--- config.mk ---
export PLATFORM = sky130hd
export DESIGN_NAME = poly_decimator
export DESIGN_NICKNAME = d
export VERILOG_FILES = /design/src/source/decim_pkg.sv /design/src/source/commutator.sv /design/src/source/delay_line.sv /design/src/source/phase_combiner.sv /design/src/source/poly_decimator.sv /design/src/source/polyphase_branch.sv
export SDC_FILE = /design/constraint.sdc
export NUM_CORES = 2
export LEC_CHECK = 0
export ABC_AREA = 1
export ABC_CLOCK_PERIOD_IN_PS = 7600
export BUFFER_PORTS_ARGS = -buffer_cell sky130_fd_sc_hd__buf_2
export CAP_MARGIN = 20
export CORE_MARGIN = 1
export CORE_UTILIZATION = 50
export CTS_CLUSTER_DIAMETER = 150
export CTS_CLUSTER_SIZE = 40
export DETAILED_ROUTE_END_ITERATION = 10
export MAX_ROUTING_LAYER = met4
export PLACE_DENSITY = 0.73
export SLEW_MARGIN = 10
export SYNTH_ARGS = -nofsm -noshare
export SYNTH_HDL_FRONTEND = slang
export SYNTH_SLANG_ARGS = --single-unit
--- constraint.sdc ---
create_clock -name i_clk -period 7.6 [get_ports i_clk]
set_input_delay 0 -clock i_clk [delete_from_list [all_inputs] [get_ports i_clk]]
set_output_delay 0 -clock i_clk [all_outputs]
set_load 0.02 [all_outputs]
--- src/source/decim_pkg.sv ---
// Shared constants for the polyphase decimating FIR filter
// Imported by every RTL module and by the testbench model
// Holds widths, phase and tap counts, bus map and the coefficient table

package decim_pkg;

  // --------------------------------------------------------------------------
  // Datapath widths
  // --------------------------------------------------------------------------
  localparam int DATA_W     = 16;        // Samples, result and bus data, signed
  localparam int COEF_W     = 12;        // Coefficients, signed
  localparam int ACC_W      = 32;        // Branch sums and total sum

  // Filter shape
  localparam int N_PHASES   = 4;         // Decimation factor = branch count
  localparam int N_TAPS_PH  = 3;         // Taps per branch, 12 in total
  localparam int COEF_SHIFT = 4;         // Arithmetic shift before clamp

  // Symmetric low-pass, small negative side lobes, h[0] first
  localparam logic signed [COEF_W-1:0] COEFS [N_PHASES*N_TAPS_PH] = '{
    -12'sd8,   -12'sd20,  12'sd40,   12'sd180,
    12'sd400,  12'sd560,  12'sd560,  12'sd400,
    12'sd180,  12'sd40,   -12'sd20,  -12'sd8
  };

  // --------------------------------------------------------------------------
  // Bus word addresses and status bits
  // --------------------------------------------------------------------------
  localparam logic [1:0] ADR_RESULT = 2'd0;  // Read result, write sample
  localparam logic [1:0] ADR_STATUS = 2'd1;  // Read-only status

  localparam int ST_NEW     = 0;         // Unread result waiting
  localparam int ST_OVERRUN = 1;         // Result overwritten before read
  localparam int ST_FILLED  = 2;         // Full history since reset

endpackage

--- src/source/commutator.sv ---
// Wishbone classic slave front end of the decimator
// Deals written samples out to the branches, last branch first
// Serves reads of the result and status words and signals a result take

`timescale 1ns/100ps

module commutator (
  input  logic                          i_clk,           // Rising-edge clock
  input  logic                          i_rst_an,        // Async reset, active low
  input  logic                          i_wb_cyc,        // Bus cycle
  input  logic                          i_wb_stb,        // Strobe
  input  logic                          i_wb_we,         // Write enable
  input  logic [1:0]                    i_wb_adr,        // Word address
  input  logic [decim_pkg::DATA_W-1:0]  i_wb_dat,        // Write data
  output logic [decim_pkg::DATA_W-1:0]  o_wb_dat,        // Read data
  output logic                          o_wb_ack,        // One-cycle acknowledge
  output logic [decim_pkg::DATA_W-1:0]  o_sample,        // Sample to branches
  output logic [decim_pkg::N_PHASES-1:0] o_sample_ena,   // One-hot branch select
  output logic                          o_result_taken,  // Result was read
  input  logic [decim_pkg::DATA_W-1:0]  i_result,        // Held filter output
  input  logic                          i_new,           // Unread result
  input  logic                          i_overrun,       // Result lost
  input  logic                          i_filled         // History complete
);

  import decim_pkg::*;

  logic                          req;         // New access, ack not yet given
  logic                          wr_sample;   // Sample write this cycle
  logic                          rd_result;   // Result read this cycle
  logic [$clog2(N_PHASES)-1:0]   phase;       // Down-counter, branch to feed
  logic [DATA_W-1:0]             status;      // Status word

  // --------------------------------------------------------------------------
  // Bus decode
  // --------------------------------------------------------------------------
  assign req       = i_wb_cyc && i_wb_stb && !o_wb_ack;
  assign wr_sample = req &&  i_wb_we && (i_wb_adr == ADR_RESULT);
  assign rd_result = req && !i_wb_we && (i_wb_adr == ADR_RESULT);

  // Status bits, rest reads zero
  always_comb
  begin
    status             = '0;
    status[ST_NEW]     = i_new;
    status[ST_OVERRUN] = i_overrun;
    status[ST_FILLED]  = i_filled;
  end

  // --------------------------------------------------------------------------
  // Control: ack, phase counter, branch enable, take pulse
  // --------------------------------------------------------------------------
  always_ff @(posedge i_clk or negedge i_rst_an)
  begin
    if (!i_rst_an)
    begin
      o_wb_ack       <= 1'b0;
      phase          <= ($clog2(N_PHASES))'(N_PHASES-1);
      o_sample_ena   <= '0;
      o_result_taken <= 1'b0;
    end
    else
    begin
      o_wb_ack       <= req;                            // Every access, incl. status writes
      o_result_taken <= rd_result;
      o_sample_ena   <= '0;
      if (wr_sample)
      begin
        o_sample_ena[phase] <= 1'b1;
        // Wrap after branch 0, which closes the group
        phase <= (phase == '0) ? ($clog2(N_PHASES))'(N_PHASES-1) : phase - 1'b1;
      end
    end
  end

  // Sample and read data registers
  always_ff @(posedge i_clk)
  begin
    if (wr_sample)
      o_sample <= i_wb_dat;
    if (req && !i_wb_we)
      o_wb_dat <= (i_wb_adr == ADR_STATUS) ? status : i_result;  // Other addresses alias result
  end

endmodule

--- src/source/delay_line.sv ---
// Sample history of one polyphase branch
// Shifts a new sample in on each enable and exposes every stage as a tap
// o_filled rises once all stages hold written samples and stays set

`timescale 1ns/100ps

module delay_line #(
  parameter int N_STAGES = decim_pkg::N_TAPS_PH      // History depth
) (
  input  logic                                      i_clk,     // Rising-edge clock
  input  logic                                      i_rst_an,  // Async clear, active low
  input  logic                                      i_ena,     // Shift enable
  input  logic [decim_pkg::DATA_W-1:0]              i_data,    // New sample
  output logic [N_STAGES-1:0][decim_pkg::DATA_W-1:0] o_taps,   // Tap 0 is newest
  output logic                                      o_filled   // History complete
);

  import decim_pkg::*;

  // --------------------------------------------------------------------------
  // Storage
  // --------------------------------------------------------------------------
  logic [N_STAGES-1:0][DATA_W-1:0]   stages;         // Tap registers
  logic [$clog2(N_STAGES+1)-1:0]     wr_cnt;         // Samples written, saturates

  // Shift chain, cleared so the history starts from silence
  always_ff @(posedge i_clk or negedge i_rst_an)
  begin
    if (!i_rst_an)
    begin
      stages <= '0;
    end
    else if (i_ena)
    begin
      stages[0] <= i_data;                            // Newest at the head
      for (int s = 1; s < N_STAGES; s++)
      begin
        stages[s] <= stages[s-1];                     // Age by one
      end
    end
  end

  // Fill counter, stops once full
  always_ff @(posedge i_clk or negedge i_rst_an)
  begin
    if (!i_rst_an)
    begin
      wr_cnt <= '0;
    end
    else if (i_ena && !o_filled)
    begin
      wr_cnt <= wr_cnt + 1'b1;
    end
  end

  assign o_filled = (wr_cnt == N_STAGES);              // Sticky until reset
  assign o_taps   = stages;

endmodule

--- src/source/phase_combiner.sv ---
// Output stage of the decimator
// Adds the four branch sums once per group, scales and clamps to 16 bits
// Holds the result with new and overrun flags until the host takes it

`timescale 1ns/100ps

module phase_combiner (
  input  logic                                               i_clk,          // Rising-edge clock
  input  logic                                               i_rst_an,       // Async reset
  input  logic [decim_pkg::N_PHASES-1:0][decim_pkg::ACC_W-1:0] i_sums,       // Branch sums
  input  logic                                               i_group_done,   // Branch 0 valid
  input  logic                                               i_result_taken, // Host read
  output logic [decim_pkg::DATA_W-1:0]                       o_result,       // Held output
  output logic                                               o_new,          // Unread result
  output logic                                               o_overrun       // Result lost
);

  import decim_pkg::*;

  logic signed [ACC_W-1:0] total;     // Sum over branches
  logic signed [ACC_W-1:0] scaled;    // After arithmetic shift
  logic [DATA_W-1:0]       clamped;   // Saturated to output range

  // --------------------------------------------------------------------------
  // Sum, scale, saturate
  // --------------------------------------------------------------------------
  always_comb
  begin
    total = '0;
    for (int p = 0; p < N_PHASES; p++)
    begin
      total = total + signed'(i_sums[p]);
    end
    scaled = total >>> COEF_SHIFT;                    // Keeps sign

    // In range when all bits above the output sign bit agree with it
    if ((&scaled[ACC_W-1:DATA_W-1]) || !(|scaled[ACC_W-1:DATA_W-1]))
      clamped = scaled[DATA_W-1:0];
    else if (scaled[ACC_W-1])
      clamped = {1'b1, {(DATA_W-1){1'b0}}};          // Clamp to 8000
    else
      clamped = {1'b0, {(DATA_W-1){1'b1}}};          // Clamp to 7FFF
  end

  // --------------------------------------------------------------------------
  // Result register and flags
  // --------------------------------------------------------------------------
  always_ff @(posedge i_clk or negedge i_rst_an)
  begin
    if (!i_rst_an)
    begin
      o_result  <= '0;
      o_new     <= 1'b0;
      o_overrun <= 1'b0;
    end
    else if (i_group_done)
    begin
      o_result  <= clamped;
      o_new     <= 1'b1;
      // A take in the same cycle consumed the old result, so nothing lost
      o_overrun <= !i_result_taken && (o_new || o_overrun);
    end
    else if (i_result_taken)
    begin
      o_new     <= 1'b0;                              // Both flags clear on read
      o_overrun <= 1'b0;
    end
  end

endmodule

--- src/source/poly_decimator.sv ---
// Top level of the 12-tap polyphase decimate-by-four FIR filter
// Host writes samples and reads results over a Wishbone classic slave port
// Commutator feeds four branches, the combiner merges their sums per group

`timescale 1ns/100ps

module poly_decimator (
  input  logic                         i_clk,     // Rising-edge clock
  input  logic                         i_rst_an,  // Async reset, active low
  input  logic                         i_wb_cyc,  // Wishbone cycle
  input  logic                         i_wb_stb,  // Wishbone strobe
  input  logic                         i_wb_we,   // Write enable
  input  logic [1:0]                   i_wb_adr,  // Word address
  input  logic [decim_pkg::DATA_W-1:0] i_wb_dat,  // Write data
  output logic [decim_pkg::DATA_W-1:0] o_wb_dat,  // Read data
  output logic                         o_wb_ack   // Acknowledge
);

  import decim_pkg::*;

  // --------------------------------------------------------------------------
  // Internal nets
  // --------------------------------------------------------------------------
  logic [DATA_W-1:0]                sample;        // Shared sample bus
  logic [N_PHASES-1:0]              sample_ena;    // One-hot branch enable
  logic [N_PHASES-1:0][ACC_W-1:0]   sums;          // Branch results
  logic [N_PHASES-1:0]              sum_valid;     // Bit 0 closes a group
  logic [N_PHASES-1:0]              filled;        // Bit 0 fills last
  logic                             result_taken;
  logic [DATA_W-1:0]                result;
  logic                             res_new;
  logic                             overrun;

  commutator commutator_inst (
    .i_clk          (i_clk),
    .i_rst_an       (i_rst_an),
    .i_wb_cyc       (i_wb_cyc),
    .i_wb_stb       (i_wb_stb),
    .i_wb_we        (i_wb_we),
    .i_wb_adr       (i_wb_adr),
    .i_wb_dat       (i_wb_dat),
    .o_wb_dat       (o_wb_dat),
    .o_wb_ack       (o_wb_ack),
    .o_sample       (sample),
    .o_sample_ena   (sample_ena),
    .o_result_taken (result_taken),
    .i_result       (result),
    .i_new          (res_new),
    .i_overrun      (overrun),
    .i_filled       (filled[0])          // Branch 0 gets the group's last sample
  );

  // One branch per phase
  for (genvar p = 0; p < N_PHASES; p++)
  begin : g_branch
    polyphase_branch #(
      .PHASE (p)
    ) branch_inst (
      .i_clk       (i_clk),
      .i_rst_an    (i_rst_an),
      .i_ena       (sample_ena[p]),
      .i_sample    (sample),
      .o_sum       (sums[p]),
      .o_sum_valid (sum_valid[p]),
      .o_filled    (filled[p])
    );
  end

  phase_combiner phase_combiner_inst (
    .i_clk          (i_clk),
    .i_rst_an       (i_rst_an),
    .i_sums         (sums),
    .i_group_done   (sum_valid[0]),      // Other branches finished earlier
    .i_result_taken (result_taken),
    .o_result       (result),
    .o_new          (res_new),
    .o_overrun      (overrun)
  );

endmodule

--- src/source/polyphase_branch.sv ---
// One polyphase sub-filter of the decimator
// Keeps its share of the input history and forms h[PHASE+4t] * tap t
// Sum is registered one edge after the shift, with a one-cycle valid pulse

`timescale 1ns/100ps

module polyphase_branch #(
  parameter int PHASE = 0                                  // Branch index
) (
  input  logic                               i_clk,        // Rising-edge clock
  input  logic                               i_rst_an,     // Async reset, active low
  input  logic                               i_ena,        // Sample for this branch
  input  logic [decim_pkg::DATA_W-1:0]       i_sample,     // Shared sample bus
  output logic signed [decim_pkg::ACC_W-1:0] o_sum,        // Branch dot product
  output logic                               o_sum_valid,  // One-cycle strobe
  output logic                               o_filled      // History complete
);

  import decim_pkg::*;

  logic [N_TAPS_PH-1:0][DATA_W-1:0] taps;         // History, tap 0 newest
  logic                             shifted;      // Delay line moved last edge
  logic signed [ACC_W-1:0]          dot;          // Combinational dot product

  // --------------------------------------------------------------------------
  // History
  // --------------------------------------------------------------------------
  delay_line #(
    .N_STAGES (N_TAPS_PH)
  ) delay_line_inst (
    .i_clk    (i_clk),
    .i_rst_an (i_rst_an),
    .i_ena    (i_ena),
    .i_data   (i_sample),
    .o_taps   (taps),
    .o_filled (o_filled)
  );

  // --------------------------------------------------------------------------
  // Multiply-accumulate
  // --------------------------------------------------------------------------
  // Every N_PHASES-th coefficient, starting at this branch's phase
  always_comb
  begin
    dot = '0;
    for (int t = 0; t < N_TAPS_PH; t++)
    begin
      dot = dot + signed'(taps[t]) * COEFS[PHASE + N_PHASES*t];
    end
  end

  // Strobe follows the shift by one edge
  always_ff @(posedge i_clk or negedge i_rst_an)
  begin
    if (!i_rst_an)
    begin
      shifted     <= 1'b0;
      o_sum_valid <= 1'b0;
    end
    else
    begin
      shifted     <= i_ena;
      o_sum_valid <= shifted;
    end
  end

  // Sum register, loaded only when fresh
  always_ff @(posedge i_clk)
  begin
    if (shifted)
      o_sum <= dot;
  end

endmodule

==> results by stage <==
Setup path:
- Together, buffers and inverters on the worst path number 3.
- Counting stages on the worst path, the most repeated cell is sky130_fd_sc_hd__nand2_1.
- Along the worst path, the maximum fanout reaches 5.
- The critical path's top delay family is adder cells.
- For the worst setup path, the data arrival time is 6980 ps.
- The worst setup path is captured at a flip-flop.
- The worst setup path is of the flip-flop to flip-flop kind.
- The largest individual stage delay along the critical path comes from the cell sky130_fd_sc_hd__fa_1.
- The element type at the critical path start is a flip-flop.
- The largest stage delay on the critical path is 490 ps.
- The worst path required time is 7930 ps.

Clocking:
- Once the clock tree was built, the resizer swapped 0 gates to a different size.
- Clock-pin slew was measured on the worst setup and hold paths at 150 ps.
- After clock tree synthesis, the flow added hold-fix buffers numbering 23.
- Clock latency on the worst-skew pair, taken at its later pin, is 600 ps.
- The clock passes through at most 3 buffers.
- The TritonCTS clock tree is yes.
- In this run the clock root is driven by a sky130_fd_sc_hd__clkbuf_16.
- Counting the buffers created by CTS gives 15.
- The number of buffers added for setup after CTS is 0.
- The maximum level of the CTS H-tree is 1.
- Clock tree synthesis found a total of 377 sinks.

STA:
- The final critical-path required period is 6650 ps.
- Derived from the worst setup path, the maximum achievable clock frequency is 150 MHz.
- The count of final setup violators is 0.
- The worst slew margin relative to its limit is 0.403.
- Between clock sinks in the finished design, the worst skew comes to 55.6 ps.
- The total count of max-transition violations in the final report came to 0.
- The number of hold violations in the final report was 0.
- The worst-margin pin slew is 896 ps.
- The final total negative setup slack is 0 ps.
- The worst hold margin is 26.2 ps.
- Setup repair after global routing left no endpoint under its margin.
- Dividing the final minimum period by the clock period gives 0.876.

Route:
- The first-pass detailed-route iteration total is 5.
- The post-detailed-routing wire length is 96,700 um.
- In this run the remaining antenna-violating nets after routing total 0.
- After detailed routing, the average wire length per cell comes to 16.5 um.
- For this run, design rule violations remaining after detail routing come to 0.
- For this block, the initial DRC count from the detailed router was 2,202.
- In the routed layout, each cell is associated on average with a via count of 5.27.
- Across all layers, the routed design uses 30,800 vias.

Status:
- The flow ran to the end, and the final reports show no timing, DRC or antenna violations.

Finish:
- Compared with the post-synthesis result, the final layout area differs by 5.52%.
- The area of combinational cells with multiple inputs is 0.0264 sq mm.
- The net count of the finished layout is 5,724.
- The footprint of the flip-flops and latches is 0.0102 sq mm.
- The filler cells instantiated in the layout total 7,477.
- The final cell utilization of the core is 0.532.
- Of the cells placed in the final design, the portion with a size suffix greater than 1 is 0.0363.

Synth:
- The synthesized instance count is 4,734.
- Counting distinct cell types in the post-synthesis netlist gives 54.
- The number of storage elements in the synthesis netlist is 377.
- The most used flip-flop cell after synthesis is sky130_fd_sc_hd__dfrtp_1.
- In the synthesized netlist the async set-or-reset flop fraction comes to 0.597.
- Counting flops with a built-in enable in the synthesized netlist gives 152.
- The number of warnings reported in the yosys synthesis log is 0.
- After synthesis the cells add up to 0.0405 sq mm.
- The mean cell area of the mapped netlist is 8.56 sq um.
- Of the synthesized area, sequential elements account for 0.252.
- The number of nets produced by synthesis is 5,677.

GRT:
- Entering global routing, the biggest net connects 96 pins.
- The number of antenna violations at the first check in global routing is 3.
- The residual overflow from global routing is 0.
- The via count of the first global-routing pass is 30,200.
- The total routing resource utilization after global routing is 0.247.
- The global-route wire length before repair is 157,000 um.

Placed design:
- The congestion estimate from routability-driven global placement came to 0.942.
- The post-DP HPWL is 80,600 um.
- During placement, the flow inserted port buffers numbering 39.

Floorplanning:
- The row count is 104.
- The core footprint is 0.0804 sq mm.
- The total I/O pin count is 40.
- The initial utilization of the core area, before any placement, comes to 0.504.
- The die height is 287 um.
- The overall die area is 0.0822 sq mm.
- The floorplan step set the die width to 287 um.

Worst hold path:
- The path type of the worst min-delay path is input pin to asynchronous set/reset pin.

Flow run:
- The tool flagged a number of max-cap violations equal to 0.
==> final timing paths <==
check	end	slack (ps)	cells past startpoint
worst max-delay path	g_branch[3].branch_inst.o_sum[30]$_DFFE_PP_	950	29
max in group asynchronous	commutator_inst.o_sample_ena[3]$_DFF_PN0_	5730	4
worst min register to register	commutator_inst.o_wb_ack$_DFF_PN0_	460	1
worst min-delay path	asynchronous set/reset pin	30	2
min in group i_clk	commutator_inst.o_sample[11]$_DFFE_PP_	100	2
worst max register to register	g_branch[3].branch_inst.o_sum[30]$_DFFE_PP_	950	29
==> cell type report <==
class                   count  area share
inverters                1011      0.0887
flip-flops and latches    377       0.238
well taps                1060      0.0310
clock buffers              19     0.00912
repair buffers             76      0.0140
diodes                      1   0.0000585
multi-input cells        3300       0.616
clock inverters             7     0.00269
==> synth_stat cells (5+ instances only) <==
cell                       number  area share
sky130_fd_sc_hd__nor3_2         8      0.0020
sky130_fd_sc_hd__nor2_2         7      0.0011
sky130_fd_sc_hd__ha_1         612        0.19
sky130_fd_sc_hd__a211oi_1       5     0.00093
sky130_fd_sc_hd__clkbuf_1      44      0.0041
sky130_fd_sc_hd__xor2_1       197       0.043
sky130_fd_sc_hd__mux2_2        24      0.0067
sky130_fd_sc_hd__o21ai_1        5     0.00062
sky130_fd_sc_hd__nand3_1      115       0.014
sky130_fd_sc_hd__nor2_1       250       0.023
sky130_fd_sc_hd__a21oi_1      339       0.042
sky130_fd_sc_hd__nand2_1      776       0.072
sky130_fd_sc_hd__edfxtp_1     152        0.11
sky130_fd_sc_hd__nand3b_1       5     0.00093
sky130_fd_sc_hd__a21boi_0      14      0.0026
sky130_fd_sc_hd__o31ai_1        7      0.0013
sky130_fd_sc_hd__fa_1         308        0.15
sky130_fd_sc_hd__inv_2          7     0.00065
sky130_fd_sc_hd__nor3_1        32      0.0040
sky130_fd_sc_hd__nand2_2       20      0.0031
sky130_fd_sc_hd__nor4_1        12      0.0019
sky130_fd_sc_hd__o21bai_1      14      0.0026
sky130_fd_sc_hd__nand4_1       35      0.0054
sky130_fd_sc_hd__o21ai_0      285       0.035
sky130_fd_sc_hd__xnor2_1      122       0.026
sky130_fd_sc_hd__dfrtp_1      223        0.14
sky130_fd_sc_hd__a31oi_1       23      0.0035
sky130_fd_sc_hd__inv_1       1004       0.093
sky130_fd_sc_hd__o211ai_1      18      0.0033
sky130_fd_sc_hd__a21o_1        17      0.0031
sky130_fd_sc_hd__a21oi_2       12      0.0026
==> per-layer routing <==
layer  vias up  wire (um)  track usage
li1      15300          -            -
met1     14800      44900        0.341
met2       676      44800        0.400
met3       106       4980       0.0200
met4         0       1990       0.0459
met5         -          0            -
==> per-stage QoR <==
| step | std cells | worst slack (ps) | area, sq um |
|---|---|---|---|
| after floorplan | 4734 | 1540 | 40500 |
| after global placement | 5797 | 1260 | 42000 |
| after detailed placement | 5799 | 1050 | 42000 |
| after CTS | 5848 | 994 | 42700 |
| after global routing | 5851 | 504 | 42800 |
| final | 5851 | 945 | 42800 |
==> cells by family after synthesis <==
group / Yosys count / synth area share
simple gates: 1276 / 0.131
buf+inv: 1057 / 0.0985
fa+ha+maj: 920 / 0.341
compound gates: 761 / 0.102
flops: 377 / 0.252
xor+xnor: 319 / 0.0689
mux: 24 / 0.00667
==> layout by cell type (no fill, tap or decap), types with 24 or more instances in the layout <==
cell type                  count
sky130_fd_sc_hd__a21oi_1     339
sky130_fd_sc_hd__buf_2        38
sky130_fd_sc_hd__dfrtp_1     219
sky130_fd_sc_hd__edfxtp_1    152
sky130_fd_sc_hd__fa_1        308
sky130_fd_sc_hd__ha_1        612
sky130_fd_sc_hd__inv_1      1004
sky130_fd_sc_hd__mux2_2       24
sky130_fd_sc_hd__nand2_1     776
sky130_fd_sc_hd__nand3_1     115
sky130_fd_sc_hd__nand4_1      35
sky130_fd_sc_hd__nor2_1      250
sky130_fd_sc_hd__nor3_1       32
sky130_fd_sc_hd__o21ai_0     285
sky130_fd_sc_hd__xnor2_1     122
sky130_fd_sc_hd__xor2_1      197
==> sequential cells by signal, indices dropped and copies added, names as in the netlist, 4 cells and up <==
name,flops
g_branch.branch_inst.delay_line_inst.o_taps,192
g_branch.branch_inst.o_sum,120
commutator_inst.o_sample,16
commutator_inst.o_wb_dat,16
phase_combiner_inst.o_result,16
commutator_inst.o_sample_ena,4
g_branch.branch_inst.shifted,4
Power is not shown: default switching activity piles up to over one toggle a cycle in this logic, so the estimate is an artifact.
